[src/fetch_pkg.sv]
`default_nettype none

package fetch_pkg;

    // Byte address and one 32-bit instruction
    typedef logic [31:0] addr_t;
    typedef logic [31:0] instr_t;

    // Memory word with two instructions, low half at the lower address
    typedef logic [63:0] word_t;

    // Entry or pop count, 0 to 4
    typedef logic [2:0] count_t;

    typedef enum logic [1:0] {
        idle,
        busy,
        drain
    } fetch_state_t;

    localparam addr_t RESET_VECTOR = 32'h0000_1000;

    localparam int BUFFER_DEPTH = 4;

    // Control-transfer opcodes that end a dual issue
    localparam logic [6:0] OPCODE_BRANCH = 7'b1100011;
    localparam logic [6:0] OPCODE_JAL = 7'b1101111;
    localparam logic [6:0] OPCODE_JALR = 7'b1100111;

endpackage

`default_nettype wire

[src/fetch_fill_if.sv]
`timescale 1ns/10ps
`default_nettype none

interface fetch_fill_if;
    import fetch_pkg::*;

    logic fill;
    addr_t fill_pc;
    word_t fill_data;
    logic flush;
    // Two or more free entries in the buffer
    logic room;

    modport source (
        output fill,
        output fill_pc,
        output fill_data,
        output flush,
        input room
    );

    modport sink (
        input fill,
        input fill_pc,
        input fill_data,
        input flush,
        output room
    );

endinterface

`default_nettype wire

[src/slot_pair_if.sv]
`timescale 1ns/10ps
`default_nettype none

interface slot_pair_if;
    import fetch_pkg::*;

    // Oldest two buffer entries
    logic valid0;
    addr_t pc0;
    instr_t instr0;
    logic valid1;
    addr_t pc1;
    instr_t instr1;
    // Entries removed at the next edge
    count_t pop;

    modport head (
        output valid0,
        output pc0,
        output instr0,
        output valid1,
        output pc1,
        output instr1,
        input pop
    );

    modport taker (
        input valid0,
        input pc0,
        input instr0,
        input valid1,
        input pc1,
        input instr1,
        output pop
    );

endinterface

`default_nettype wire

[src/fetch_stage.sv]
`timescale 1ns/10ps
`default_nettype none

module fetch_stage (
    input wire clock,
    input wire reset,
    output logic imem_valid,
    output fetch_pkg::addr_t imem_addr,
    input wire imem_ready,
    input wire fetch_pkg::word_t imem_rdata,
    input wire trap,
    input wire fetch_pkg::addr_t mtvec,
    input wire mret,
    input wire fetch_pkg::addr_t mepc,
    input wire pred_miss,
    input wire fetch_pkg::addr_t miss_addr,
    input wire fence,
    input wire fetch_pkg::addr_t fence_npc,
    fetch_fill_if.source fill
);
    import fetch_pkg::*;

    fetch_state_t state;
    addr_t pc;
    addr_t stale_addr;
    addr_t redirect_pc;
    addr_t seq_pc;
    logic redirect;
    logic accept;

    assign redirect = trap | mret | pred_miss | fence;

    // trap > mret > pred_miss > fence
    always_comb begin
        if (trap) begin
            redirect_pc = mtvec;
        end else if (mret) begin
            redirect_pc = mepc;
        end else if (pred_miss) begin
            redirect_pc = miss_addr;
        end else begin
            redirect_pc = fence_npc;
        end
    end

    // Next word boundary, also when pc points at a high half
    assign seq_pc = {pc[31:3], 3'b000} + 32'd8;

    always_comb begin
        case (state)
            busy: imem_valid = fill.room;
            // The stale request stays up until the memory answers
            drain: imem_valid = 1'b1;
            default: imem_valid = 1'b0;
        endcase
    end

    assign imem_addr = (state == drain) ? stale_addr : {pc[31:3], 3'b000};

    assign accept = (state == busy) && imem_valid && imem_ready;

    assign fill.fill = accept;
    assign fill.fill_pc = pc;
    assign fill.fill_data = imem_rdata;
    assign fill.flush = redirect;

    always_ff @(posedge clock) begin
        if (!reset) begin
            state <= idle;
            pc <= RESET_VECTOR;
        end else begin
            if (redirect) begin
                pc <= redirect_pc;
            end else if (accept) begin
                pc <= seq_pc;
            end
            case (state)
                idle: begin
                    state <= busy;
                end
                busy: begin
                    if (redirect && imem_valid && !imem_ready) begin
                        state <= drain;
                    end
                end
                drain: begin
                    if (imem_ready) begin
                        state <= busy;
                    end
                end
                default: begin
                    state <= idle;
                end
            endcase
        end
    end

    // Address of the request left in flight by a redirect
    always_ff @(posedge clock) begin
        if (state == busy && redirect) begin
            stale_addr <= imem_addr;
        end
    end

    // A pending request keeps its address across redirects and drain
    property p_request_hold;
        @(posedge clock) disable iff (!reset)
            imem_valid && !imem_ready |=> imem_valid && $stable(imem_addr);
    endproperty
    assert property (p_request_hold);

endmodule

`default_nettype wire

[src/fetch_buffer.sv]
`timescale 1ns/10ps
`default_nettype none

module fetch_buffer (
    input wire clock,
    input wire reset,
    fetch_fill_if.sink fill,
    slot_pair_if.head head
);
    import fetch_pkg::*;

    instr_t instr_mem [BUFFER_DEPTH];
    addr_t pc_mem [BUFFER_DEPTH];
    logic [$clog2(BUFFER_DEPTH)-1:0] rd_ptr;
    logic [$clog2(BUFFER_DEPTH)-1:0] rd_next;
    logic [$clog2(BUFFER_DEPTH)-1:0] wr_ptr;
    logic [$clog2(BUFFER_DEPTH)-1:0] wr_next;
    count_t count;
    count_t n_write;
    addr_t pc_lo;
    addr_t pc_hi;
    logic write;

    assign write = fill.fill && !fill.flush;

    // A fetch aimed at a high half keeps only that half
    assign n_write = fill.fill_pc[2] ? 3'd1 : 3'd2;
    assign pc_lo = {fill.fill_pc[31:3], 1'b0, fill.fill_pc[1:0]};
    assign pc_hi = {fill.fill_pc[31:3], 1'b1, fill.fill_pc[1:0]};

    assign rd_next = rd_ptr + 1'b1;
    assign wr_next = wr_ptr + 1'b1;

    always_ff @(posedge clock) begin
        if (write) begin
            if (fill.fill_pc[2]) begin
                instr_mem[wr_ptr] <= fill.fill_data[63:32];
                pc_mem[wr_ptr] <= pc_hi;
            end else begin
                instr_mem[wr_ptr] <= fill.fill_data[31:0];
                pc_mem[wr_ptr] <= pc_lo;
                instr_mem[wr_next] <= fill.fill_data[63:32];
                pc_mem[wr_next] <= pc_hi;
            end
        end
    end

    always_ff @(posedge clock) begin
        if (!reset || fill.flush) begin
            rd_ptr <= '0;
            wr_ptr <= '0;
            count <= '0;
        end else begin
            rd_ptr <= rd_ptr + head.pop[1:0];
            if (write) begin
                wr_ptr <= wr_ptr + n_write[1:0];
            end
            count <= count + (write ? n_write : 3'd0) - head.pop;
        end
    end

    assign fill.room = (count <= count_t'(BUFFER_DEPTH - 2));

    assign head.valid0 = (count != 3'd0);
    assign head.pc0 = pc_mem[rd_ptr];
    assign head.instr0 = instr_mem[rd_ptr];
    assign head.valid1 = (count > 3'd1);
    assign head.pc1 = pc_mem[rd_next];
    assign head.instr1 = instr_mem[rd_next];

    // The fetch stage only returns words it asked for with room
    assert property (@(posedge clock) disable iff (!reset)
        fill.fill |-> fill.room);

    // Issue never takes more than the queue holds
    assert property (@(posedge clock) disable iff (!reset)
        head.pop <= count);

endmodule

`default_nettype wire

[src/issue_unit.sv]
`timescale 1ns/10ps
`default_nettype none

module issue_unit (
    slot_pair_if.taker issue,
    input wire issue_ready,
    output logic issue0_valid,
    output fetch_pkg::addr_t issue0_pc,
    output fetch_pkg::instr_t issue0_instr,
    output logic issue1_valid,
    output fetch_pkg::addr_t issue1_pc,
    output fetch_pkg::instr_t issue1_instr
);
    import fetch_pkg::*;

    logic [6:0] opcode0;
    logic ctrl0;

    assign opcode0 = issue.instr0[6:0];

    // Branch or jump in slot 0 goes out alone
    assign ctrl0 = (opcode0 == OPCODE_BRANCH) ||
                   (opcode0 == OPCODE_JAL) ||
                   (opcode0 == OPCODE_JALR);

    assign issue0_valid = issue.valid0;
    assign issue0_pc = issue.pc0;
    assign issue0_instr = issue.instr0;

    assign issue1_valid = issue.valid1 && !ctrl0;
    assign issue1_pc = issue.pc1;
    assign issue1_instr = issue.instr1;

    // Every offered slot leaves the buffer when the consumer is ready
    always_comb begin
        if (issue_ready) begin
            issue.pop = count_t'(issue0_valid) + count_t'(issue1_valid);
        end else begin
            issue.pop = '0;
        end
    end

    // Relies on the buffer never showing entry 1 without entry 0
    always_comb begin
        assert (!issue1_valid || issue0_valid);
    end

endmodule

`default_nettype wire

[src/fetch_top.sv]
`timescale 1ns/10ps
`default_nettype none

module fetch_top (
    input wire clock,
    input wire reset,
    output logic imem_valid,
    output fetch_pkg::addr_t imem_addr,
    input wire imem_ready,
    input wire fetch_pkg::word_t imem_rdata,
    input wire trap,
    input wire fetch_pkg::addr_t mtvec,
    input wire mret,
    input wire fetch_pkg::addr_t mepc,
    input wire pred_miss,
    input wire fetch_pkg::addr_t miss_addr,
    input wire fence,
    input wire fetch_pkg::addr_t fence_npc,
    input wire issue_ready,
    output logic issue0_valid,
    output fetch_pkg::addr_t issue0_pc,
    output fetch_pkg::instr_t issue0_instr,
    output logic issue1_valid,
    output fetch_pkg::addr_t issue1_pc,
    output fetch_pkg::instr_t issue1_instr
);

    fetch_fill_if fill_bus ();
    slot_pair_if slot_bus ();

    fetch_stage u_fetch_stage (
        .clock(clock),
        .reset(reset),
        .imem_valid(imem_valid),
        .imem_addr(imem_addr),
        .imem_ready(imem_ready),
        .imem_rdata(imem_rdata),
        .trap(trap),
        .mtvec(mtvec),
        .mret(mret),
        .mepc(mepc),
        .pred_miss(pred_miss),
        .miss_addr(miss_addr),
        .fence(fence),
        .fence_npc(fence_npc),
        .fill(fill_bus.source)
    );

    fetch_buffer u_fetch_buffer (
        .clock(clock),
        .reset(reset),
        .fill(fill_bus.sink),
        .head(slot_bus.head)
    );

    issue_unit u_issue_unit (
        .issue(slot_bus.taker),
        .issue_ready(issue_ready),
        .issue0_valid(issue0_valid),
        .issue0_pc(issue0_pc),
        .issue0_instr(issue0_instr),
        .issue1_valid(issue1_valid),
        .issue1_pc(issue1_pc),
        .issue1_instr(issue1_instr)
    );

endmodule

`default_nettype wire

[config.mk]
export PLATFORM = sky130hd
export DESIGN_NAME = fetch_top
export DESIGN_NICKNAME = d
export VERILOG_FILES = /design/src/fetch_pkg.sv /design/src/fetch_fill_if.sv /design/src/slot_pair_if.sv /design/src/fetch_stage.sv /design/src/fetch_buffer.sv /design/src/issue_unit.sv /design/src/fetch_top.sv
export SDC_FILE = /design/constraint.sdc
export NUM_CORES = 1
export LEC_CHECK = 0
export BUFFER_PORTS_ARGS = -buffer_cell sky130_fd_sc_hd__buf_2
export CELL_PAD_IN_SITES_DETAIL_PLACEMENT = 1
export CELL_PAD_IN_SITES_GLOBAL_PLACEMENT = 1
export CORE_MARGIN = 5
export CORE_UTILIZATION = 41
export DETAILED_ROUTE_END_ITERATION = 7
export PLACE_DENSITY_LB_ADDON = 0.05
export SYNTH_ARGS = -nofsm -noshare
export SYNTH_HDL_FRONTEND = slang
export SYNTH_SLANG_ARGS = --single-unit
[constraint.sdc]
create_clock -name clock -period 3.04 [get_ports clock]
set_input_delay 0.608 -clock clock [delete_from_list [all_inputs] [get_ports clock]]
set_output_delay 0.608 -clock clock [all_outputs]
set_load 0.02 [all_outputs]
==> flow_results.xml <==
<?xml version="1.0" encoding="UTF-8"?>
<metrics>
  <group name="run_status">
    <metric name="run_status" unit="">finished, violations left</metric>
    <metric name="violated_checks" unit="">setup timing</metric>
  </group>
  <group name="timing">
    <metric name="post-route-worst-setup-slack" unit="ns">-0.002417</metric>
    <metric name="timing.fmax" unit="MHz">328.7</metric>
    <metric name="min_clock_period_post_route" unit="ns">3.042</metric>
    <metric name="finalCritPeriodShare" unit="%">100.1</metric>
    <metric name="finClkSkew" unit="ns">0.01807</metric>
    <metric name="worst_pin_slew" unit="ns">0.9906</metric>
    <metric name="normalized_max_slew_margin" unit="%">33.81</metric>
    <metric name="rsz_0062_raised_after_global_routing" unit="">yes</metric>
    <metric name="hold_viol" unit="">0</metric>
    <metric name="fin_setup_tns" unit="ns">-0.002417</metric>
    <metric name="drv_slew" unit="">0</metric>
    <metric name="setup_viol_count_final" unit="">1</metric>
  </group>
  <group name="die">
    <metric name="floorplan.core_area" unit="um2">43930</metric>
    <metric name="die_width" unit="um">220.2</metric>
    <metric name="start_util" unit="%">41.22</metric>
    <metric name="die-area" unit="um2">48470</metric>
    <metric name="floorplan.die.height" unit="um">220.2</metric>
    <metric name="ios" unit="">363</metric>
    <metric name="placementRows" unit="">77</metric>
  </group>
  <group name="place">
    <metric name="dpl-instance-area" unit="um2">20890</metric>
    <metric name="dp_hpwl" unit="mm">38.34</metric>
    <metric name="numPortBuffers" unit="">362</metric>
    <metric name="gpl.final_weighted_congestion" unit="">0.7785</metric>
    <metric name="minimum_setup_slack_after_placement" unit="ns">-0.05525</metric>
  </group>
  <group name="drt">
    <metric name="ant_nets" unit="">0</metric>
    <metric name="routed_wirelength" unit="mm">52.86</metric>
    <metric name="vias_per_cell" unit="">5.528</metric>
    <metric name="routed_wire_length_per_instance" unit="um">23.47</metric>
    <metric name="route.vias.total" unit="">12450</metric>
    <metric name="route.detailed.drc" unit="">0</metric>
    <metric name="dr.pass1.iters" unit="">5</metric>
    <metric name="drt_iter0_drc" unit="">627</metric>
  </group>
  <group name="setup_path">
    <metric name="crit_path_cell_trace" unit="">buf_6 -&gt; mux4_2 -&gt; o32a_1 -&gt; ha_1 -&gt; and2_4 -&gt; ha_4 -&gt; inv_2 -&gt; ha_2 -&gt; inv_2 -&gt; fa_2 -&gt; xnor2_2 -&gt; xnor2_1 -&gt; nor2_1</metric>
    <metric name="timing.critical_path.fanout_max" unit="">6</metric>
    <metric name="timing.critical_path.slowest_cell_delay" unit="ns">0.50</metric>
    <metric name="r2r_setup_slack" unit="ns">-0.002</metric>
    <metric name="crit_path_end" unit="">u_fetch_buffer.count[2]$_SDFF_PP0_</metric>
    <metric name="worstReg2RegEnd" unit="">u_fetch_buffer.count[2]$_SDFF_PP0_</metric>
    <metric name="crit_path_start" unit="">u_fetch_buffer.rd_ptr[1]$_SDFF_PP0_</metric>
    <metric name="timing_worst_setup_path_type" unit="">reg -&gt; reg</metric>
    <metric name="crit_end_category" unit="">flop</metric>
    <metric name="rr_startpoint" unit="">u_fetch_buffer.rd_ptr[1]$_SDFF_PP0_</metric>
    <metric name="critical_path.n_buffers_inverters" unit="">3</metric>
    <metric name="crit_slowest_cell" unit="">mux4_2</metric>
    <metric name="worst_endpoint_required_time" unit="ns">3.48</metric>
    <metric name="rr_worst_depth" unit="">13</metric>
    <metric name="worst_path_dominant_cell_family" unit="">adder cells</metric>
    <metric name="cpMostUsedCell" unit="">inv_2</metric>
    <metric name="critical_path_depth" unit="">13</metric>
    <metric name="critPathLaunchType" unit="">flop</metric>
    <metric name="timing.critical_path.arrival" unit="ns">3.48</metric>
  </group>
  <group name="power_and_ir_drop">
    <metric name="power_switching_share" unit="%">24.16</metric>
    <metric name="worst_ir_drop_vdd" unit="uV">303.9</metric>
    <metric name="power_report.internal_total" unit="mW">8.090</metric>
    <metric name="comb_power_share" unit="%">10.1</metric>
    <metric name="p_per_area" unit="nW/um2">480.4</metric>
    <metric name="clockPowerShare" unit="%">41.1</metric>
    <metric name="report.power.total" unit="mW">10.67</metric>
    <metric name="power.share.sequential" unit="%">48.8</metric>
    <metric name="static-leakage-power" unit="nW">7.434</metric>
    <metric name="power.net_switching" unit="mW">2.576</metric>
  </group>
  <group name="yosys">
    <metric name="syn-instance-count" unit="">1277</metric>
    <metric name="synth_cell_types" unit="">69</metric>
    <metric name="ys_ff_latch" unit="">329</metric>
    <metric name="synth_sequential_area_ratio" unit="%">52.07</metric>
    <metric name="yosys_warnings" unit="">0</metric>
    <metric name="edff_count_synth" unit="">284</metric>
    <metric name="syn_area_per_cell" unit="um2">14.18</metric>
    <metric name="synthesis.nets" unit="">1489</metric>
    <metric name="postSynth.asyncResetShare" unit="%">0</metric>
    <metric name="ys_dominant_reg_cell" unit="">edfxtp_1</metric>
    <metric name="post_synth_instance_area" unit="um2">18110</metric>
  </group>
  <group name="cells_and_area">
    <metric name="final_design_area_no_fill" unit="um2">22200</metric>
    <metric name="finalNetCount" unit="">1844</metric>
    <metric name="layout-area-overhead-vs-synth" unit="%">22.60</metric>
    <metric name="final_core_util" unit="%">50.54</metric>
    <metric name="antenna-diode-count" unit="">0</metric>
    <metric name="layout-drive-gt1-share" unit="%">47.47</metric>
    <metric name="count_of_fill_cells_added_during_filler_insertion" unit="">4491</metric>
  </group>
  <group name="min_path">
    <metric name="timing.hold.worst.class" unit="">in -&gt; reg</metric>
    <metric name="hp-start" unit="">mtvec[20]</metric>
  </group>
  <group name="clock_tree">
    <metric name="htree_num_levels" unit="">2</metric>
    <metric name="cts-buffers-inserted" unit="">38</metric>
    <metric name="cts.reportedPaths.clkPinSlew" unit="ns">0.06</metric>
    <metric name="cts_tree" unit="">yes</metric>
    <metric name="cts_max_path_buffers" unit="">3</metric>
    <metric name="root_buffer" unit="">clkbuf_16</metric>
    <metric name="worst_skew_pair.late_latency" unit="ns">0.55</metric>
    <metric name="clock-sinks" unit="">329</metric>
  </group>
  <group name="global_routing">
    <metric name="grt.total_usage" unit="%">21.39</metric>
    <metric name="grt_max_degree" unit="">61</metric>
    <metric name="vias_in_the_first_global_route" unit="">13140</metric>
    <metric name="grt_pass1_wl" unit="mm">79.41</metric>
    <metric name="grt_remaining_overflow" unit="">0</metric>
    <metric name="number_of_antenna_violations_at_the_first_check_in_global_routing" unit="">3</metric>
  </group>
  <group name="job">
    <metric name="maxCapViolations" unit="">0</metric>
  </group>
</metrics>
[routing by layer]
metal | wire length, um | global-route usage [%] | up-vias
li1 | - | - | 5731
met1 | 21780 | 26.93 | 6259
met2 | 26710 | 37.61 | 387
met3 | 3056 | 4.036 | 67
met4 | 1283 | 6.636 | 4
met5 | 33 | 0 | -
[cell usage after synthesis (5+ instances only)]
master / number / area, um2
a211oi_1: 10 / 75.07
a21oi_1: 43 / 215.2
a221oi_1: 17 / 148.9
a22oi_1: 6 / 45.04
a311oi_1: 5 / 43.79
and2_1: 129 / 807.0
and3_1: 12 / 75.07
and4_1: 6 / 52.55
buf_1: 22 / 82.58
buf_2: 17 / 85.08
buf_4: 12 / 90.09
clkbuf_1: 57 / 214.0
dfxtp_1: 45 / 900.9
edfxtp_1: 284 / 8528
ha_1: 10 / 125.1
inv_1: 16 / 60.06
mux2_1: 14 / 157.7
mux2_2: 153 / 1723
mux2i_1: 28 / 280.3
mux4_2: 122 / 2748
nand2_1: 52 / 195.2
nand2b_1: 12 / 75.07
nand3_1: 10 / 50.05
nand4_1: 16 / 100.1
nor2_1: 28 / 105.1
nor2b_1: 6 / 37.54
nor3_1: 13 / 65.06
nor4_1: 12 / 75.07
o211ai_1: 6 / 45.04
o21ai_0: 37 / 185.2
xnor2_1: 11 / 96.34
xor2_1: 8 / 70.07
[cells by family (layout without fill, tap and decap cells)]
family | Yosys count | count (layout) | synth area share, %
flops | 329 | 329 | 52.07
mux | 317 | 317 | 27.10
simple gates | 316 | 316 | 10.18
compound gates | 156 | 156 | 5.734
buf+inv | 128 | 511 | 3.081
xor+xnor | 19 | 19 | 0.9189
fa+ha+maj | 12 | 12 | 0.9120
[layout make-up]
cell class                 count  area, um2  share of cell area (%)
sequential                   329       9437                   42.50
tap                          592      740.7                   3.336
clock inverter                11      51.30                  0.2311
inverter                      16      60.06                  0.2705
multi-input combinational    820       8207                   36.96
timing repair buffer         427       2571                   11.58
clock buffer                  57       1136                   5.117
[sequential cells by signal, indices dropped and copies added, names as in the netlist]
name and count:
u_fetch_buffer.count 3, u_fetch_stage.fill.fill_pc 32, u_fetch_stage.state 2, u_fetch_buffer.rd_ptr 2
u_fetch_buffer.wr_ptr 2, u_fetch_stage.stale_addr 32, u_fetch_buffer.instr_mem 128, u_fetch_buffer.pc_mem 128
[layout by cell type (no fill, tap or decap), types with 11 or more instances in the layout]
cell type	synthesis	routed
nand2_1	52	51
mux4_2	122	122
clkbuf_1	57	11
and2_1	129	128
mux2_2	153	151
inv_1	16	14
and3_1	12	12
clkbuf_16	0	41
mux2_1	14	14
nor4_1	12	12
o21ai_0	37	34
a21oi_1	43	43
nand4_1	16	16
nor3_1	13	13
buf_12	0	17
dfxtp_1	45	43
a221oi_1	17	17
nand2b_1	12	12
nor2_1	28	26
edfxtp_1	284	284
buf_4	12	41
buf_2	17	362
mux2i_1	28	27
[power by group through the flow]
stage | sequential, mW | clock, mW | combinational (mW)
2_1_floorplan | 5.24 | 0 | 0.652
3_3_place_gp | 5.29 | 0 | 1.07
3_5_place_dp | 5.30 | 0 | 1.08
4_1_cts | 5.21 | 4.51 | 1.09
5_1_grt | 5.22 | 4.71 | 1.18
6_report | 5.20 | 4.38 | 1.08
[worst min path at each step]
| stage | to | cells past startpoint |
|---|---|---|
| 2_1_floorplan | u_fetch_buffer.pc_mem[3][2]$_SDFFE_PP1P_ | 1 |
| 3_3_place_gp | u_fetch_stage.fill.fill_pc[0]$_SDFFE_PN0P_ | 2 |
| 3_5_place_dp | u_fetch_stage.fill.fill_pc[0]$_SDFFE_PN0P_ | 2 |
| 4_1_cts | u_fetch_buffer.instr_mem[0][23]$_DFFE_PP_ | 2 |
| 5_1_grt | u_fetch_stage.fill.fill_pc[20]$_SDFFE_PN0P_ | 3 |
| 6_report | u_fetch_stage.fill.fill_pc[20]$_SDFFE_PN0P_ | 3 |
[through the flow]
step | hold slack [ns] | std cells
finish | 0.3807 | 2252
detailed placement | 0.5093 | 2178
floorplan | 0.4489 | 1277
global placement | 0.5000 | 2178
global route | 0.3805 | 2252
CTS | 0.3485 | 2252
[timing repair]
item	4_1_cts	5_1_grt
hold buffers	0	0
endpoints found under the setup margin	45	35
pin swaps	3	1
resized for setup	13	9
buffers inserted	6	0
[tightest hold or removal path, cell delays in order]
cell     delay (ns)
buf_2          0.07
a21oi_1        0.07
a21oi_1        0.12
Power figures use the tool's default switching activity.
